--- src/hdl/vram_pkg.sv ---
// Shared widths, burst constants and writer state type, referenced by scoped name from the RTL
package vram_pkg;

	//////////////////////////////
	// Data path widths
	//////////////////////////////

	// Bits per color channel and per luma sample
	localparam int PIX_W = 8;
	// Line number as tagged on each buffer
	localparam int LINE_NUM_W = 10;
	// 2048 entries per line buffer
	localparam int BUF_ADDR_W = 11;
	// Master address and write data bus
	localparam int BUS_ADDR_W = 32;
	localparam int BUS_DATA_W = 32;

	//////////////////////////////
	// Burst geometry
	//////////////////////////////

	// Every request is a 16 beat write burst
	localparam int BURST_LEN = 16;
	// One 32-bit word per beat
	localparam int BYTES_PER_BURST = BURST_LEN * 4;
	// First buffer entry sent, aligns the frame horizontally
	localparam int READ_OFFSET = 10;

	//////////////////////////////
	// Writer FSM
	//////////////////////////////

	typedef enum logic [2:0] {
		ST_INIT           = 3'd0,
		ST_START_LINE     = 3'd1,
		ST_WRITE_REQUEST  = 3'd2,
		ST_WRITE          = 3'd3,
		ST_WRITE_COMPLETE = 3'd4
	} writer_state_t;

endpackage

--- src/hdl/line_capture.sv ---
// Write side of the ping-pong line buffers; tracks fill address, buffer swap and line tags
`timescale 1ns/1ps

module line_capture
(
	input  logic                             i_clk_100_bus,
	input  logic                             i_sys_rst,
	input  logic                             i_pix_valid,
	input  logic                             i_line_end,
	input  logic [vram_pkg::LINE_NUM_W-1:0]  i_line_num,
	input  logic                             i_line_done,
	output logic [vram_pkg::BUF_ADDR_W-1:0]  o_wr_addr,
	output logic                             o_wr_buf0,
	output logic                             o_line_ready,
	output logic [vram_pkg::LINE_NUM_W-1:0]  o_rd_line_num
);

	logic [vram_pkg::BUF_ADDR_W-1:0] r_wr_addr;
	logic                            r_wr_buf0;
	logic                            r_line_ready;
	// Line number held by each buffer
	logic [vram_pkg::LINE_NUM_W-1:0] r_buf0_line_num;
	logic [vram_pkg::LINE_NUM_W-1:0] r_buf1_line_num;

	//////////////////////////////
	// Fill address and swap
	//////////////////////////////

	always_ff @(posedge i_clk_100_bus or posedge i_sys_rst)
	begin
		if (i_sys_rst)
		begin
			r_wr_addr <= '0;
			// Buffer 0 fills first
			r_wr_buf0 <= 1'b1;
		end
		else if (i_line_end)
		begin
			// Restart at entry 0 in the other buffer
			r_wr_addr <= '0;
			r_wr_buf0 <= ~r_wr_buf0;
		end
		else if (i_pix_valid)
		begin
			r_wr_addr <= r_wr_addr + 1'b1;
		end
	end

	//////////////////////////////
	// Line tags and ready flag
	//////////////////////////////

	always_ff @(posedge i_clk_100_bus or posedge i_sys_rst)
	begin
		if (i_sys_rst)
		begin
			r_buf0_line_num <= '0;
			r_buf1_line_num <= '0;
			r_line_ready    <= 1'b0;
		end
		else
		begin
			// Tag goes to the buffer that just filled
			if (i_line_end && r_wr_buf0)
				r_buf0_line_num <= i_line_num;
			if (i_line_end && !r_wr_buf0)
				r_buf1_line_num <= i_line_num;
			// Set wins; source must not end a line while one is pending
			if (i_line_end)
				r_line_ready <= 1'b1;
			else if (i_line_done)
				r_line_ready <= 1'b0;
		end
	end

	assign o_wr_addr     = r_wr_addr;
	assign o_wr_buf0     = r_wr_buf0;
	assign o_line_ready  = r_line_ready;
	// Read side is the buffer not being written
	assign o_rd_line_num = r_wr_buf0 ? r_buf1_line_num : r_buf0_line_num;

endmodule

--- config.mk ---
export PLATFORM = sky130hd
export DESIGN_NAME = line_capture
export DESIGN_NICKNAME = d
export VERILOG_FILES = /design/src/hdl/vram_pkg.sv /design/src/hdl/line_capture.sv
export SDC_FILE = /design/constraint.sdc
export NUM_CORES = 1
export LEC_CHECK = 0
export BUFFER_PORTS_ARGS = -buffer_cell sky130_fd_sc_hd__buf_4
export CAP_MARGIN = 10
export CORE_MARGIN = 2
export CORE_UTILIZATION = 45
export CTS_CLUSTER_SIZE = 30
export DETAILED_ROUTE_END_ITERATION = 6
export GPL_TIMING_DRIVEN = 1
export PLACE_DENSITY = 0.76
export SYNTH_ARGS = -nofsm -noshare
export SYNTH_HDL_FRONTEND = slang
export SYNTH_SLANG_ARGS = --single-unit
--- constraint.sdc ---
create_clock -name i_clk_100_bus -period 2.4 [get_ports i_clk_100_bus]
set_input_delay 0.24 -clock i_clk_100_bus [delete_from_list [all_inputs] [get_ports i_clk_100_bus]]
set_output_delay 0.24 -clock i_clk_100_bus [all_outputs]
set_load 0.02 [all_outputs]
==> key figures <==
Status
  • Status: completed

Worst setup path
  • Critical path, cell by cell: mux2_2 -> buf_4
  • Startpoint types: register
  • Slowest cell on the critical path: dfstp_2
  • Critical path class: reg -> out
  • Crit-path max FO: 14
  • Worst EP arrival: roughly 1600 ps
  • CP max stage delay: 740 ps
  • CP endpoint kind: output port
  • Required @ worst endpoint: 2160 ps
  • R2r startpoint: o_wr_buf0$_DFFE_PP1P_
  • CP Launch Point: o_wr_buf0$_DFFE_PP1P_

Clock network
  • CTS tree: built
  • H-Tree Depth: 2
  • Sink Count: 33
  • Clk slew on worst S/H paths: 110 ps
  • Clock Latency Late Sink: approximately 330 ps
  • CTS max path bufs: 2
  • CTS Buf Count: 5
  • CTS root buf: clkbuf_4
  • Post CTS Setup Buffer Count: 0
  • Post-cts sizing count: 0

Die
  • Die H: 61.5 microns
  • FP Rows: 20
  • Die area: 3790 sq um
  • # IOs: 38
  • Initial Utilization: 0.480
  • Core ar.: 3100 sq um
  • Die Wd: a little over 60 microns

Drt
  • Antenna-violating nets left: 0
  • Drt total wl: 2.72 mm
  • Initial drt markers: 17
  • Via density per instance: 5.04
  • Via count: a little over 1000
  • Pre-antenna DRT Iters: 4
  • Average wire per standard cell: roughly 14 microns
  • DR DRC count: 0

Synth
  • Post-synth top area share: 0.537
  • Post-synth net total: 132
  • Synthesized area: 1490 sq um
  • Mapped Avg Cell Area: 12.8 sq um
  • Mapped Cells: 116
  • Yosys warning total: 0
  • Fraction of registers with async set/reset: 1.00
  • Cell taking the most area after synthesis: dfrtp_1
  • Flops & latches, synth: 33
  • Post-synth cell types: 26
  • Most common cell in the netlist: dfrtp_1
  • Largest cells by area after synthesis: dfrtp_1, mux2_2, xor2_1, dfstp_2, a21oi_1
  • Ys flop type: dfrtp_1
  • Sequential element share of the synthesized area: 0.555
  • Top cells by count, synth: dfrtp_1, mux2_2, nor2_1, a21oi_1, nand2_1
  • EDFF count, synth: 0

STA
  • Slew Viols, Final: 0
  • Fin crit share: 0.775
  • Endpoints failing setup: 0
  • Fmax achieved: 0.537 GHz
  • Final Critical Period: 1860 ps
  • Final-report hold violation count: 0
  • Least-Margin Pin Slew: 850 ps
  • RSZ-0062 raised after global routing: no
  • Slew HR: 0.432
  • Clock skew: about 11 ps
  • Fin Setup TNS: 0 ps

Global route
  • Vias in the first global route: 1042
  • Global route total overflow: 0
  • Initial antenna violation count: 0
  • First-pass GRT wire length: 4.64 mm
  • Total track usage: 0.171
  • Largest net degree at the start of global routing: 34

Power and ir drop
  • Power Total: around 2.0 mW
  • Worst VDD drop: 372 uV
  • Leakage power: 0.835 nW
  • Pwr/cell area: ~1100 nW/um^2

Placement
  • GP Congestion: 0.752
  • Half-perimeter wire length after placement: 1.92 mm
  • I/O Buffers: 37

Hold path
  • Hold Crit Class: in -> reg
  • HP Start: i_line_num[7]

Layout
  • Layout cells sized above 1: 0.503
  • Post-layout nets: about 170
  • Antenna diodes: 0
  • Fillers: 278
  • Layout area overhead: 24.8%

Flow run
  • Max-cap violations: 0
==> registers in the layout, indices dropped and copies added (netlist names) <==
signal / flops
r_buf1_line_num: 10
o_wr_addr: 11
o_line_ready: 1
o_wr_buf0: 1
r_buf0_line_num: 10
==> cell usage in the layout (no fill, tap or decap), drive strengths merged <==
cell,count
buf,38
dfrtp,32
mux2,31
nor2,6
nand2,5
a21oi,5
clkbuf,5
xor2,4
o21ai,3
or3,3
nand4,3
inv,3
o31ai,2
or4,2
nand3,2
nor2b,2
clkinv,2
o2111ai,1
xnor2,1
a21o,1
nor4,1
mux2i,1
ha,1
clkinvlp,1
dlygate4sd3,1
dfstp,1
==> layout make-up <==
cell class              instances  area, sq um  area share
repair buffers                 39          295       0.159
inverters                       3         11.3     0.00606
clock inverters                 3         17.5     0.00942
flip-flops and latches         33          827       0.445
multi-input cells              74          616       0.331
well taps                      44         55.1      0.0296
clock buffers                   5         37.5      0.0202
==> metrics by stage <==
step	instances	instance area [sq um]	hold WS, ps	setup WS (ps)	util
detailed placement	192	1790	358	680	0.578
finish	201	1860	138	539	0.599
global placement	192	1790	355	716	0.578
floorplan	116	1490	368	765	-
CTS	201	1860	124	520	0.599
global route	201	1860	116	478	0.599
==> path summary, 6_finish.rpt <==
check | end | slack [ps] | cells past startpoint
min in group asynchronous | r_buf1_line_num[1]$_DFFE_PP0P_ | 540 | 4
setup / recovery | o_rd_line_num[6] | 540 | 2
setup reg to reg | r_buf1_line_num[0]$_DFFE_PP0P_ | 690 | 2
hold / removal | r_buf0_line_num[7]$_DFFE_PP0P_ | 140 | 2
max in group asynchronous | o_wr_buf0$_DFFE_PP1P_ | 1540 | 4
hold reg to reg | o_line_ready$_DFFE_PP0P_ | 490 | 1
==> power by group <==
| group | switching [mW] | internal, mW |
|---|---|---|
| registers | 0.129 | 0.748 |
| clock network | 0.190 | 0.110 |
| logic | 0.374 | 0.477 |
==> critical path, delay by kind of cell, from the launching register on <==
kind | cells | cell delay [ps]
flops | 1 | 740
buf+inv | 1 | 160
mux | 1 | 390
==> cells by family (layout without fill, tap and decap cells) <==
| group | after synthesis | count (layout) | synth area share |
|---|---|---|---|
| simple gates | 24 | 24 | 0.0823 |
| fa+ha+maj | 1 | 1 | 0.00839 |
| buf+inv | 9 | 50 | 0.0319 |
| mux | 32 | 32 | 0.241 |
| compound gates | 12 | 12 | 0.0520 |
| xor+xnor | 5 | 5 | 0.0294 |
| flops | 33 | 33 | 0.555 |
==> metal layers <==
layer	vias up	share of wire	global-route usage
met1	488	0.42	0.201
li1	489	-	-
met2	29	0.50	0.284
met4	0	0.015	0.0638
met3	7	0.058	0.0630
met5	-	0	0
==> what timing repair did <==
action | CTS | global route
endpoints found under the setup margin | 0 | 0
endpoints found under the hold margin | 32 | 0
hold buffers | 1 | 0
Note: power is estimated with default switching activity, not from simulation.
