## config.mk

```make
export PLATFORM = sky130hd
export DESIGN_NAME = burst_writer
export DESIGN_NICKNAME = d
export VERILOG_FILES = /design/src/hdl/vram_pkg.sv /design/src/hdl/burst_writer.sv
export SDC_FILE = /design/constraint.sdc
export NUM_CORES = 1
export LEC_CHECK = 0
export BUFFER_PORTS_ARGS = -buffer_cell sky130_fd_sc_hd__buf_4
export CORE_ASPECT_RATIO = 1.1
export CORE_MARGIN = 2
export CORE_UTILIZATION = 35
export DETAILED_ROUTE_END_ITERATION = 7
export GPL_ROUTABILITY_DRIVEN = 0
export PLACE_DENSITY_LB_ADDON = 0.25
export SYNTH_ARGS = -nofsm -noshare
export SYNTH_HDL_FRONTEND = slang
export SYNTH_SLANG_ARGS = --single-unit
```

## constraint.sdc

```tcl
create_clock -name i_clk_100_bus -period 2.4 [get_ports i_clk_100_bus]
set_clock_uncertainty 0.1 [all_clocks]
set_input_delay 0.12 -clock i_clk_100_bus [delete_from_list [all_inputs] [get_ports i_clk_100_bus]]
set_output_delay 0.12 -clock i_clk_100_bus [all_outputs]
set_load 0.01 [all_outputs]
```

## src/hdl/vram_pkg.sv

```systemverilog
// Shared widths, burst constants and writer state type, referenced by scoped name from the RTL
package vram_pkg;

	//////////////////////////////
	// Data path widths
	//////////////////////////////

	// Bits per color channel and per luma sample
	localparam int PIX_W = 8;
	// Line number as tagged on each buffer
	localparam int LINE_NUM_W = 10;
	// 2048 entries per line buffer
	localparam int BUF_ADDR_W = 11;
	// Master address and write data bus
	localparam int BUS_ADDR_W = 32;
	localparam int BUS_DATA_W = 32;

	//////////////////////////////
	// Burst geometry
	//////////////////////////////

	// Every request is a 16 beat write burst
	localparam int BURST_LEN = 16;
	// One 32-bit word per beat
	localparam int BYTES_PER_BURST = BURST_LEN * 4;
	// First buffer entry sent, aligns the frame horizontally
	localparam int READ_OFFSET = 10;

	//////////////////////////////
	// Writer FSM
	//////////////////////////////

	typedef enum logic [2:0] {
		ST_INIT           = 3'd0,
		ST_START_LINE     = 3'd1,
		ST_WRITE_REQUEST  = 3'd2,
		ST_WRITE          = 3'd3,
		ST_WRITE_COMPLETE = 3'd4
	} writer_state_t;

endpackage

```

## src/hdl/burst_writer.sv

```systemverilog
// Bus master FSM that writes one buffered line to memory as a series of 16 beat bursts
`timescale 1ns/1ps

module burst_writer
#(
	parameter int          P_PIXELS_PER_LINE = 720,
	parameter logic [31:0] P_VIDEO_RAM_BASE  = 32'h0000_0000,
	parameter logic [31:0] P_BYTES_PER_LINE  = 32'd4096
)
(
	input  logic                              i_clk_100_bus,
	input  logic                              i_sys_rst,
	input  logic                              i_mem_init_done,
	input  logic                              i_line_ready,
	input  logic [vram_pkg::LINE_NUM_W-1:0]   i_line_num,
	input  logic [3*vram_pkg::PIX_W-1:0]      i_rd_rgb,
	input  logic [vram_pkg::PIX_W-1:0]        i_rd_luma,
	input  logic                              i_sl_addr_ack,
	input  logic                              i_pa_valid,
	input  logic                              i_m_wr_dack,
	input  logic                              i_sl_wr_comp,
	output logic [vram_pkg::BUF_ADDR_W-1:0]   o_rd_addr,
	output logic                              o_line_done,
	output logic                              o_m_request,
	output logic [vram_pkg::BUS_ADDR_W-1:0]   o_m_abus,
	output logic                              o_m_wr_burst,
	output logic [vram_pkg::BUS_DATA_W-1:0]   o_m_wr_data,
	output logic [vram_pkg::PIX_W-1:0]        o_luma_data,
	output logic                              o_luma_valid,
	output vram_pkg::writer_state_t           o_state
);

	localparam int BURSTS_PER_LINE = P_PIXELS_PER_LINE / vram_pkg::BURST_LEN;
	localparam int BURST_CNT_W     = $clog2(BURSTS_PER_LINE + 1);
	localparam int BEAT_CNT_W      = $clog2(vram_pkg::BURST_LEN);
	localparam int P               = vram_pkg::PIX_W;

	vram_pkg::writer_state_t r_state;
	vram_pkg::writer_state_t c_next;
	logic [BURST_CNT_W-1:0]  r_burst_cnt;
	logic [BURST_CNT_W-1:0]  c_burst_cnt;
	logic [BEAT_CNT_W-1:0]   r_beat_cnt;
	logic [BEAT_CNT_W-1:0]   c_beat_cnt;
	logic [vram_pkg::BUS_ADDR_W-1:0] r_m_abus;
	logic                    c_last_burst;
	logic [P-1:0]            c_red;
	logic [P-1:0]            c_green;
	logic [P-1:0]            c_blue;

	//////////////////////////////
	// Next state
	//////////////////////////////

	assign c_last_burst = (r_burst_cnt == BURST_CNT_W'(BURSTS_PER_LINE));

	always_comb
	begin
		c_next = r_state;
		case (r_state)
			// Hold off until the memory controller is up
			vram_pkg::ST_INIT:
				if (i_mem_init_done)
					c_next = vram_pkg::ST_START_LINE;
			vram_pkg::ST_START_LINE:
				if (i_line_ready)
					c_next = vram_pkg::ST_WRITE_REQUEST;
			// Request held with a stable address until accepted
			vram_pkg::ST_WRITE_REQUEST:
				if (i_sl_addr_ack && i_pa_valid)
					c_next = vram_pkg::ST_WRITE;
			vram_pkg::ST_WRITE:
				if (i_sl_wr_comp)
					c_next = vram_pkg::ST_WRITE_COMPLETE;
			vram_pkg::ST_WRITE_COMPLETE:
				c_next = c_last_burst ? vram_pkg::ST_START_LINE : vram_pkg::ST_WRITE_REQUEST;
			default:
				c_next = vram_pkg::ST_INIT;
		endcase
	end

	//////////////////////////////
	// Burst and beat counters
	//////////////////////////////

	always_comb
	begin
		c_burst_cnt = r_burst_cnt;
		c_beat_cnt  = r_beat_cnt;
		if (r_state == vram_pkg::ST_START_LINE)
		begin
			c_burst_cnt = '0;
			c_beat_cnt  = '0;
		end
		else if (r_state == vram_pkg::ST_WRITE)
		begin
			// Beat counter wraps to zero on the 16th dack
			if (i_m_wr_dack)
				c_beat_cnt = r_beat_cnt + 1'b1;
			if (i_sl_wr_comp)
				c_burst_cnt = r_burst_cnt + 1'b1;
		end
	end

	always_ff @(posedge i_clk_100_bus or posedge i_sys_rst)
	begin
		if (i_sys_rst)
		begin
			r_state     <= vram_pkg::ST_INIT;
			r_burst_cnt <= '0;
			r_beat_cnt  <= '0;
		end
		else
		begin
			r_state     <= c_next;
			r_burst_cnt <= c_burst_cnt;
			r_beat_cnt  <= c_beat_cnt;
		end
	end

	// Address of next cycle's beat, so buffer data lines up with it
	assign o_rd_addr = vram_pkg::BUF_ADDR_W'(vram_pkg::READ_OFFSET)
		+ vram_pkg::BUF_ADDR_W'({c_burst_cnt, c_beat_cnt});

	//////////////////////////////
	// Memory address
	//////////////////////////////

	always_ff @(posedge i_clk_100_bus)
	begin
		// Line base from the tag of the buffer being read
		if (r_state == vram_pkg::ST_START_LINE)
			r_m_abus <= P_VIDEO_RAM_BASE + P_BYTES_PER_LINE * i_line_num;
		else if (r_state == vram_pkg::ST_WRITE_COMPLETE)
			r_m_abus <= r_m_abus + vram_pkg::BUS_ADDR_W'(vram_pkg::BYTES_PER_BURST);
	end

	//////////////////////////////
	// Bus outputs
	//////////////////////////////

	assign c_red   = i_rd_rgb[3*P-1 -: P];
	assign c_green = i_rd_rgb[2*P-1 -: P];
	assign c_blue  = i_rd_rgb[P-1:0];

	// Zero top byte, then R G B with two low bits dropped
	assign o_m_wr_data = {{(vram_pkg::BUS_DATA_W-3*P){1'b0}},
		c_red[P-1:2], 2'b00, c_green[P-1:2], 2'b00, c_blue[P-1:2], 2'b00};

	assign o_m_abus     = r_m_abus;
	assign o_m_request  = (r_state == vram_pkg::ST_WRITE_REQUEST);
	// Burst drops with write complete
	assign o_m_wr_burst = o_m_request || ((r_state == vram_pkg::ST_WRITE) && !i_sl_wr_comp);
	assign o_luma_valid = (r_state == vram_pkg::ST_WRITE) && !i_sl_wr_comp;
	assign o_luma_data  = i_rd_luma;
	assign o_line_done  = (r_state == vram_pkg::ST_WRITE_COMPLETE) && c_last_burst;
	assign o_state      = r_state;

endmodule

```

==> impl_metrics.toml, run 1 <==
[run_status]
status = "completed"

[synth]
yosysTopAreaCell = "buf_4"
muxShareOfSynthArea = 0.0128
synth_compound_area_frac = 0.0764
yosys-top-cells-area = "buf_4, dfrtp_1, dfxtp_1"
ys_async_sr_fraction = 0.333
synthCells = 294
syn_area_sq_mm = 0.00264
yosys.area_share.simple = 0.241
synth-xor-area-share = 0.123
ys_seq_elements = 39
synth-adder-area-share = 0.0237
synth.top_cell.area_share = 0.137
ys.flop_type = "dfxtp_1"
synth_top_family_by_area = "simple AND/OR/NAND/NOR gates"
yosysWarnings = 0
synth-seq-area-share = 0.359
synth-edff-count = 10
avgSynthCellArea_sq_um = 8.97
ys_types = 49

[detailed_routing]
drtIter0Drc = 46
first_pass_iters = 4
ant_nets = 0
wl_microns = 5860
drcViolationCount = 0
vias = 2123
wl_per_cell_microns = 13.5
viasPerCell = 4.88

[cells_and_area]
diodes = 0
final_net_count = 402
final_layout_size_suffix_gt1_frac = 0.333
nFillCells = 752
layout_commonest_cell = "buf_4"
area_delta_synth_final_pct = 22.3
final_cell_mix = "buf_4, nand2_1, nor2_1"
postLayoutCoreUtil = 0.436
instances_no_fill = 435

[grt]
grt_max_degree = 20
grt_pass1_vias = 2003
antenna_found_initial = 0
grt_pass1_wl_microns = 9370
grt_use_met1 = 0.177
busiest_layer = "met2"
grtUsageTotal = 0.144
use_met3 = 0.0390
grt_use_met2 = 0.243
overflow = 0

[placed_design]
dp_hpwl_microns = 4330
place_inst = 419
port_buffers = 61

[clock_network]
path_clk_slew_ps = 70
htree_levels = 2
cts-root-buf = "clkbuf_8"
clk_latency_ps = 290
cts_tree = "done"
clockBufferDepth = 2
clock-sinks = 39
numCtsBuffers = 5

[critical_path]
critPathKind = "flip-flop to output pin"
crit_path_start = "o_state[1]"
r2r_end = "o_m_abus[27]"
r2r_cells = 7
startpoint_type = "flip-flop"
end_kind = "output pin"
reg2reg_slack_ps = 420
arrival_ps = 2170
cp_max_fo = 8
reg2reg_from = "o_state[1]"
required_ps = 2180

[timing]
min_period_ps = 2390
worst_slew_pin_slew_ps = 524
hold_violations = 0
rsz0062_at_grt = "yes"
slew_headroom = 0.650
final.period_utilization = 0.997
timing.fmax_mhz = 418
setup_viol = 0
hold_ws_ps = 4.44
tns_ps = 0
drv_slew = 0

[floorplanning]
row_count = 33
die_x_microns = 86.8
design.core.area_sq_mm = 0.00739
start_util = 0.357
die-height_microns = 95.0
ios = 140
dieArea_sq_mm = 0.00824

[min_path]
min_path_type = "input port to flip-flop"
hold_depth = 3
hold_end = "o_m_abus[19]"
worstHoldStart = "i_line_num[7]"

[power_and_ir_drop]
power_density_mw_per_mm2 = 902
ir_drop_mv = 0.589
leakage_uw = 0.00140

[flow_run]
max_cap_viol_count = 0
[registers in the layout, indices dropped and copies added (netlist names)]
register	cells
o_m_abus	26
r_burst_cnt	6
o_state	3
r_beat_cnt	4
[stage by stage]
stage          worst slack [ps]  cell area, sq um  total power (uW)
3_3_place_gp                132              2980              2360
5_1_grt                    -101              3220              3120
3_5_place_dp                146              2980              2370
4_1_cts                    1.35              3170              2910
6_report                   7.22              3220              2910
2_1_floorplan               356              2710              1860
[how the worst max path moves through the flow]
stage / to / slack (ps) / cells past startpoint
after global placement: o_rd_addr[9] / 130 / 8
after floorplan: o_rd_addr[9] / 360 / 6
final: o_rd_addr[10] / 7 / 7
after detailed placement: o_rd_addr[7] / 150 / 8
after global routing: o_rd_addr[8] / -100 / 7
after CTS: o_rd_addr[10] / 1 / 7
[Yosys cell counts (2+ instances only)]
library cell and instances:
a21oi_1 2, a21oi_2 2, a22oi_1 2, and2_1 2, and3_1 6, and4_1 4
buf_2 4, buf_4 48, clkbuf_1 4, dfrtp_1 13, dfxtp_1 16, edfxtp_1 10
ha_1 5, inv_1 6, nand2_1 29, nand2b_1 2, nand3_1 13, nand4_1 9
nor2_1 28, nor2b_1 3, nor3_1 4, nor3b_1 2, nor4_2 2, o211ai_1 2
o21ai_0 15, or3_1 3, xnor2_1 16, xor2_1 21
[worst max-delay path: stages, from the launching register on]
cell,delay [ps]
dfrtp_2,420
buf_6,130
nand4b_1,160
or3_4,420
a21oi_4,280
nor2_2,90
nor4_2,220
buf_4,160
[routing by layer]
| layer | routed length (microns) | vias up |
|---|---|---|
| met5 | 0 | - |
| met4 | 94 | 0 |
| met3 | 317 | 14 |
| met2 | 2880 | 68 |
| met1 | 2570 | 1001 |
| li1 | - | 1040 |
[what timing repair did]
item	4_1_cts	5_1_grt
endpoints found under the hold margin	14	0
hold buffers	2	0
setup endpoints to repair	7	7
buffers inserted	2	4
resized for setup	19	7
pin swaps	4	11
[cells by family (layout without fill, tap and decap cells)]
group | after synthesis | after routing
buffers and inverters | 63 | 98
muxes | 2 | 2
xor gates and xnor gates | 37 | 37
AOI/OAI and AO/OA | 31 | 31
adders and majority gates | 5 | 5
other | 1 | 20
and+or+nand+nor | 116 | 116
DFF | 39 | 39
[area by class of cell]
cell class | count | area (sq um) | area share
well taps | 87 | 109 | 0.0338
repair buffers | 84 | 639 | 0.198
multi-input cells | 211 | 1420 | 0.441
clock inverters | 1 | 5.00 | 0.00155
inverters | 6 | 22.5 | 0.00698
clock buffers | 7 | 76.3 | 0.0237
flip-flops and latches | 39 | 950 | 0.295
[where the power goes]
group          internal (uW)  total, uW  leakage (uW)  switching (uW)
clock network            204        434     0.0000422             230
registers                868       1040      0.000396             177
logic                    674       1430      0.000960             755
Note: power is estimated with default switching activity, not from simulation.
==> inputs of run 2 (changes only) <==
- SETUP_SLACK_MARGIN: unset -> 0.3
==> impl_metrics.toml, run 2 (synthesis results as in run 1) <==
[detailed_routing]
wl_microns = 6000
viasPerCell = 4.87
ant_nets = 0
vias = 2181
drtIter0Drc = 60
drcViolationCount = 0
wl_per_cell_microns = 13.4
first_pass_iters = 4

[grt]
grtUsageTotal = 0.148
grt_max_degree = 20
grt_pass1_vias = 2080
grt_pass1_wl_microns = 9610
antenna_found_initial = 0
overflow = 0

[cells_and_area]
nFillCells = 737
largest_register_ff_count = 26
layout_commonest_cell = "buf_4"
area_delta_synth_final_pct = 27.4
diodes = 0
final_layout_size_suffix_gt1_frac = 0.357
fin_area_sq_mm = 0.00336
instances_no_fill = 448
final_cell_mix = "buf_4, nor2_1, nand2_1"
final_net_count = 415

[critical_path]
startpoint_type = "flip-flop"
required_ps = 2180
crit_path_start = "o_state[1]"
end_kind = "output pin"
critPathKind = "flip-flop to output pin"
reg2reg_from = "o_state[1]"
reg2reg_slack_ps = 440
arrival_ps = 2160
cp_max_fo = 8

[floorplanning]
dieArea_sq_mm = 0.00824
die-height_microns = 95.0
design.core.area_sq_mm = 0.00739
die_x_microns = 86.8
row_count = 33
ios = 140
start_util = 0.357

[clock_network]
numCtsBuffers = 5
clock-sinks = 39
clockBufferDepth = 2
cts_tree = "done"
cts-root-buf = "clkbuf_8"
path_clk_slew_ps = 70
htree_levels = 2
clk_latency_ps = 290

[placed_design]
post_dp_cell_area_sq_mm = 0.00298
dp_hpwl_microns = 4330
place_inst = 419
port_buffers = 61

[run_status]
status = "completed"

[timing]
worst_slew_pin_slew_ps = 530
min_period_ps = 2380
hold_violations = 0
hold_ws_ps = 4.00
tns_ps = 0
drv_slew = 0
rsz0062_at_grt = "yes"
setup_viol = 0
timing.fmax_mhz = 420
slew_headroom = 0.646
final.period_utilization = 0.991

[flow_run]
max_cap_viol_count = 0

[power_and_ir_drop]
ir_drop_mv = 0.795
power_density_mw_per_mm2 = 927
leakage_uw = 0.00147

[min_path]
min_path_type = "input port to flip-flop"
worstHoldStart = "i_line_num[7]"
run 2: repair_timing:
action | CTS | global route
hold buffers | 2 | 0
buffers inserted | 16 | 3
pin swaps | 16 | 8
setup endpoints to repair | 10 | 12
resized for setup | 25 | 9
hold endpoints to repair | 14 | 0
run 2: worst paths after layout:
kind,end,cells past startpoint
min in group asynchronous,r_beat_cnt[1],3
max reg2reg,o_m_abus[24],8
max,o_rd_addr[9],7
max in group asynchronous,o_state[1],3
min reg2reg,o_m_abus[7],2
min,o_m_abus[19],3
run 2: critical path: stages (launching register included):
cell	delay (ps)
dfrtp_2	420
buf_6	130
nand4b_1	150
or3_4	430
a21oi_4	250
o2111ai_1	150
xnor2_1	190
buf_4	140
run 2: cell type report:
cell class                      instances  area (sq um)  area share
Multi-Input combinational cell        211          1420       0.423
Sequential cell                        39           950       0.283
Timing Repair Buffer                   97           776       0.231
Tap cell                               87           109      0.0324
Clock buffer                            7          76.3      0.0227
Inverter                                6          22.5     0.00670
Clock inverter                          1          5.00     0.00149
run 2: through the flow:
step	worst slack [ps]	total power [uW]	utilization
3_5_place_dp	146	2370	0.404
2_1_floorplan	356	1860	-
3_3_place_gp	132	2360	0.404
5_1_grt	-78.2	3320	0.455
6_report	20.7	3110	0.455
4_1_cts	32.4	3080	0.448
run 2: per-layer routing:
metal | share of wire | up-vias | GRT usage
met2 | 0.50 | 68 | 0.261
li1 | - | 1068 | -
met3 | 0.057 | 12 | 0.0407
met1 | 0.43 | 1033 | 0.174
met4 | 0.013 | 0 | 0.0469
met5 | 0 | - | 0
run 2: power breakdown:
part / internal [uW] / switching [uW]
combinational: 835 / 803
sequential: 868 / 171
clock: 204 / 233
==> inputs of run 3 (changes only) <==
- ABC_AREA: unset -> 1
- PLACE_DENSITY: unset -> 0.68
- PLACE_DENSITY_LB_ADDON: 0.25 -> unset
==> impl_metrics.toml, run 3 <==
[run_status]
status = "completed"

[synth]
synth-edff-count = 10
synth-seq-area-share = 0.333
ys.flop_type = "dfxtp_1"
ys_seq_elements = 39
yosys-top-cells-area = "buf_4, nand2_1, dfrtp_1"
synth_most_common_cell = "nand2_1"
synthTopCellsByCount = "nand2_1, inv_1, buf_4, nor2_1, o21ai_0"
yosysTopAreaCell = "buf_4"
yosysWarnings = 0
synth.top_cell.area_share = 0.127
syn_area_sq_mm = 0.00284
ys_types = 36
ys_async_sr_fraction = 0.333
synthCells = 395
avgSynthCellArea_sq_um = 7.18

[cells_and_area]
final_net_count = 513
nFillCells = 768
final_cell_mix = "buf_4, nand2_1, inv_1"
area_delta_synth_final_pct = 27.3
final_layout_size_suffix_gt1_frac = 0.333
instances_no_fill = 567
diodes = 0
largest_register_ff_count = 26
postLayoutCoreUtil = 0.459
layout_commonest_cell = "buf_4"

[critical_path]
critPathKind = "flip-flop to output pin"
max_stage_delay_ps = 410
cp_slowest_cell = "dfrtp_1"
required_ps = 2180
reg2reg_from = "o_state[1]"
reg2reg_slack_ps = 420
arrival_ps = 2070
cp_max_fo = 4
startpoint_type = "flip-flop"
r2r_end = "o_m_abus[15]"
end_kind = "output pin"
worstPathCellList = "ha_1 > nor2_1 > o21ai_1 > nand2_1 > nor2_2 > ha_4 > inv_4 > a21oi_4 > xor2_1 > buf_4"
r2r_cells = 6

[detailed_routing]
drcViolationCount = 0
wl_microns = 6680
met1Wirelength_microns = 2850
wl_met2_microns = 3330
topRoutingLayerUsed = "met4"
ant_nets = 0
met3_length_microns = 450
viasPerCell = 4.51
vias = 2555
drtIter0Drc = 67
first_pass_iters = 4
wl_per_cell_microns = 11.8

[min_path]
hold_end = "o_m_abus[17]"
hold_depth = 3
worstHoldStart = "i_line_num[5]"
min_path_type = "input port to flip-flop"

[clock_network]
htree_levels = 2
clockBufferDepth = 2
clk_latency_ps = 280
cts-root-buf = "clkbuf_8"
clock-sinks = 39
numCtsBuffers = 5
path_clk_slew_ps = 80
cts_tree = "done"

[floorplanning]
dieArea_sq_mm = 0.00884
die_x_microns = 89.8
die-height_microns = 98.4
start_util = 0.360
design.core.area_sq_mm = 0.00787
row_count = 34
ios = 140

[grt]
grtUsageTotal = 0.144
grt_pass1_vias = 2295
overflow = 0
grt_pass1_wl_microns = 10600
antenna_found_initial = 0
grt_max_degree = 22

[placed_design]
port_buffers = 61
place_inst = 536
dp_hpwl_microns = 4770

[timing]
timing.fmax_mhz = 437
rsz0062_at_grt = "yes"
worst_slew_pin_slew_ps = 523
tns_ps = 0
min_period_ps = 2290
slew_headroom = 0.651
hold_ws_ps = 6.61
drv_slew = 0
setup_viol = 0
final.period_utilization = 0.953
hold_violations = 0

[flow_run]
max_cap_viol_count = 0

[power_and_ir_drop]
ir_drop_mv = 0.585
finalPower_uw = 3360
power_density_mw_per_mm2 = 930
leakage_uw = 0.00171
-- run 3: cell count changes after synthesis, moves of 8 or more --
cell / before / now
o21ai_0: 15 / 24
xor2_1: 21 / 6
a21oi_1: 2 / 14
nand2_1: 29 / 87
nor2_2: 0 / 8
xnor2_1: 16 / 1
nand3_1: 13 / 21
inv_1: 6 / 49
nor2_1: 28 / 37
-- run 3: worst max-delay path by stage --
stage,from,endpoint,slack (ps),cells after the start
finish,r_beat_cnt[0],o_rd_addr[5],110,10
global route,r_beat_cnt[0],o_rd_addr[9],-5,12
CTS,r_beat_cnt[0],o_rd_addr[5],90,10
detailed placement,o_state[0],o_rd_addr[9],230,12
global placement,o_state[0],o_rd_addr[9],280,12
floorplan,o_state[2],o_rd_addr[5],400,10
-- run 3: critical path, delay by kind of cell (launching register included) --
| family | cells | cell delay (ps) |
|---|---|---|
| and+or+nand+nor | 3 | 290 |
| adders and majority gates | 2 | 460 |
| AOI/OAI and AO/OA | 2 | 260 |
| xor gates and xnor gates | 1 | 170 |
| buffers and inverters | 2 | 190 |
| DFF | 1 | 410 |
-- run 3: final cells by class --
class	instances	area, sq um	share of cell area
Multi-Input combinational cell	270	1490	0.413
Sequential cell	39	950	0.263
Timing Repair Buffer	90	719	0.199
Inverter	52	198	0.0548
Tap cell	108	135	0.0374
Clock buffer	6	82.6	0.0229
Clock inverter	2	35.0	0.00971
-- run 3: repair_timing --
item,4_1_cts,5_1_grt
setup endpoints to repair,9,9
buffers inserted,14,7
resized for setup,25,19
hold endpoints to repair,14,0
hold buffers,2,0
pin swaps,16,8
gates cloned,0,0
-- run 3: through the flow --
stage,instance area [sq um],worst slack (ps)
floorplan,2910,403
global route,3610,-4.59
detailed placement,3160,228
CTS,3490,89.3
finish,3610,113
global placement,3160,283
-- run 3: report_power, final --
part           internal (uW)  switching (uW)  leakage [uW]
sequential               870             187      0.000396
clock                    337             234     0.0000612
combinational            810             919       0.00126
-- run 3: cell families after synthesis --
kind of cell,count (synthesis),synth area share
xor gates and xnor gates,7,0.0216
and+or+nand+nor,189,0.322
AOI/OAI and AO/OA,49,0.0944
adders and majority gates,5,0.0221
DFF,39,0.333
other,1,0.00132
buffers and inverters,105,0.205
-- run 3: metal layers --
metal,GRT usage,vias to the layer above
li1,-,1313
met1,0.168,1158
met2,0.262,79
met3,0.0428,5
met4,0.0343,0
met5,0,-
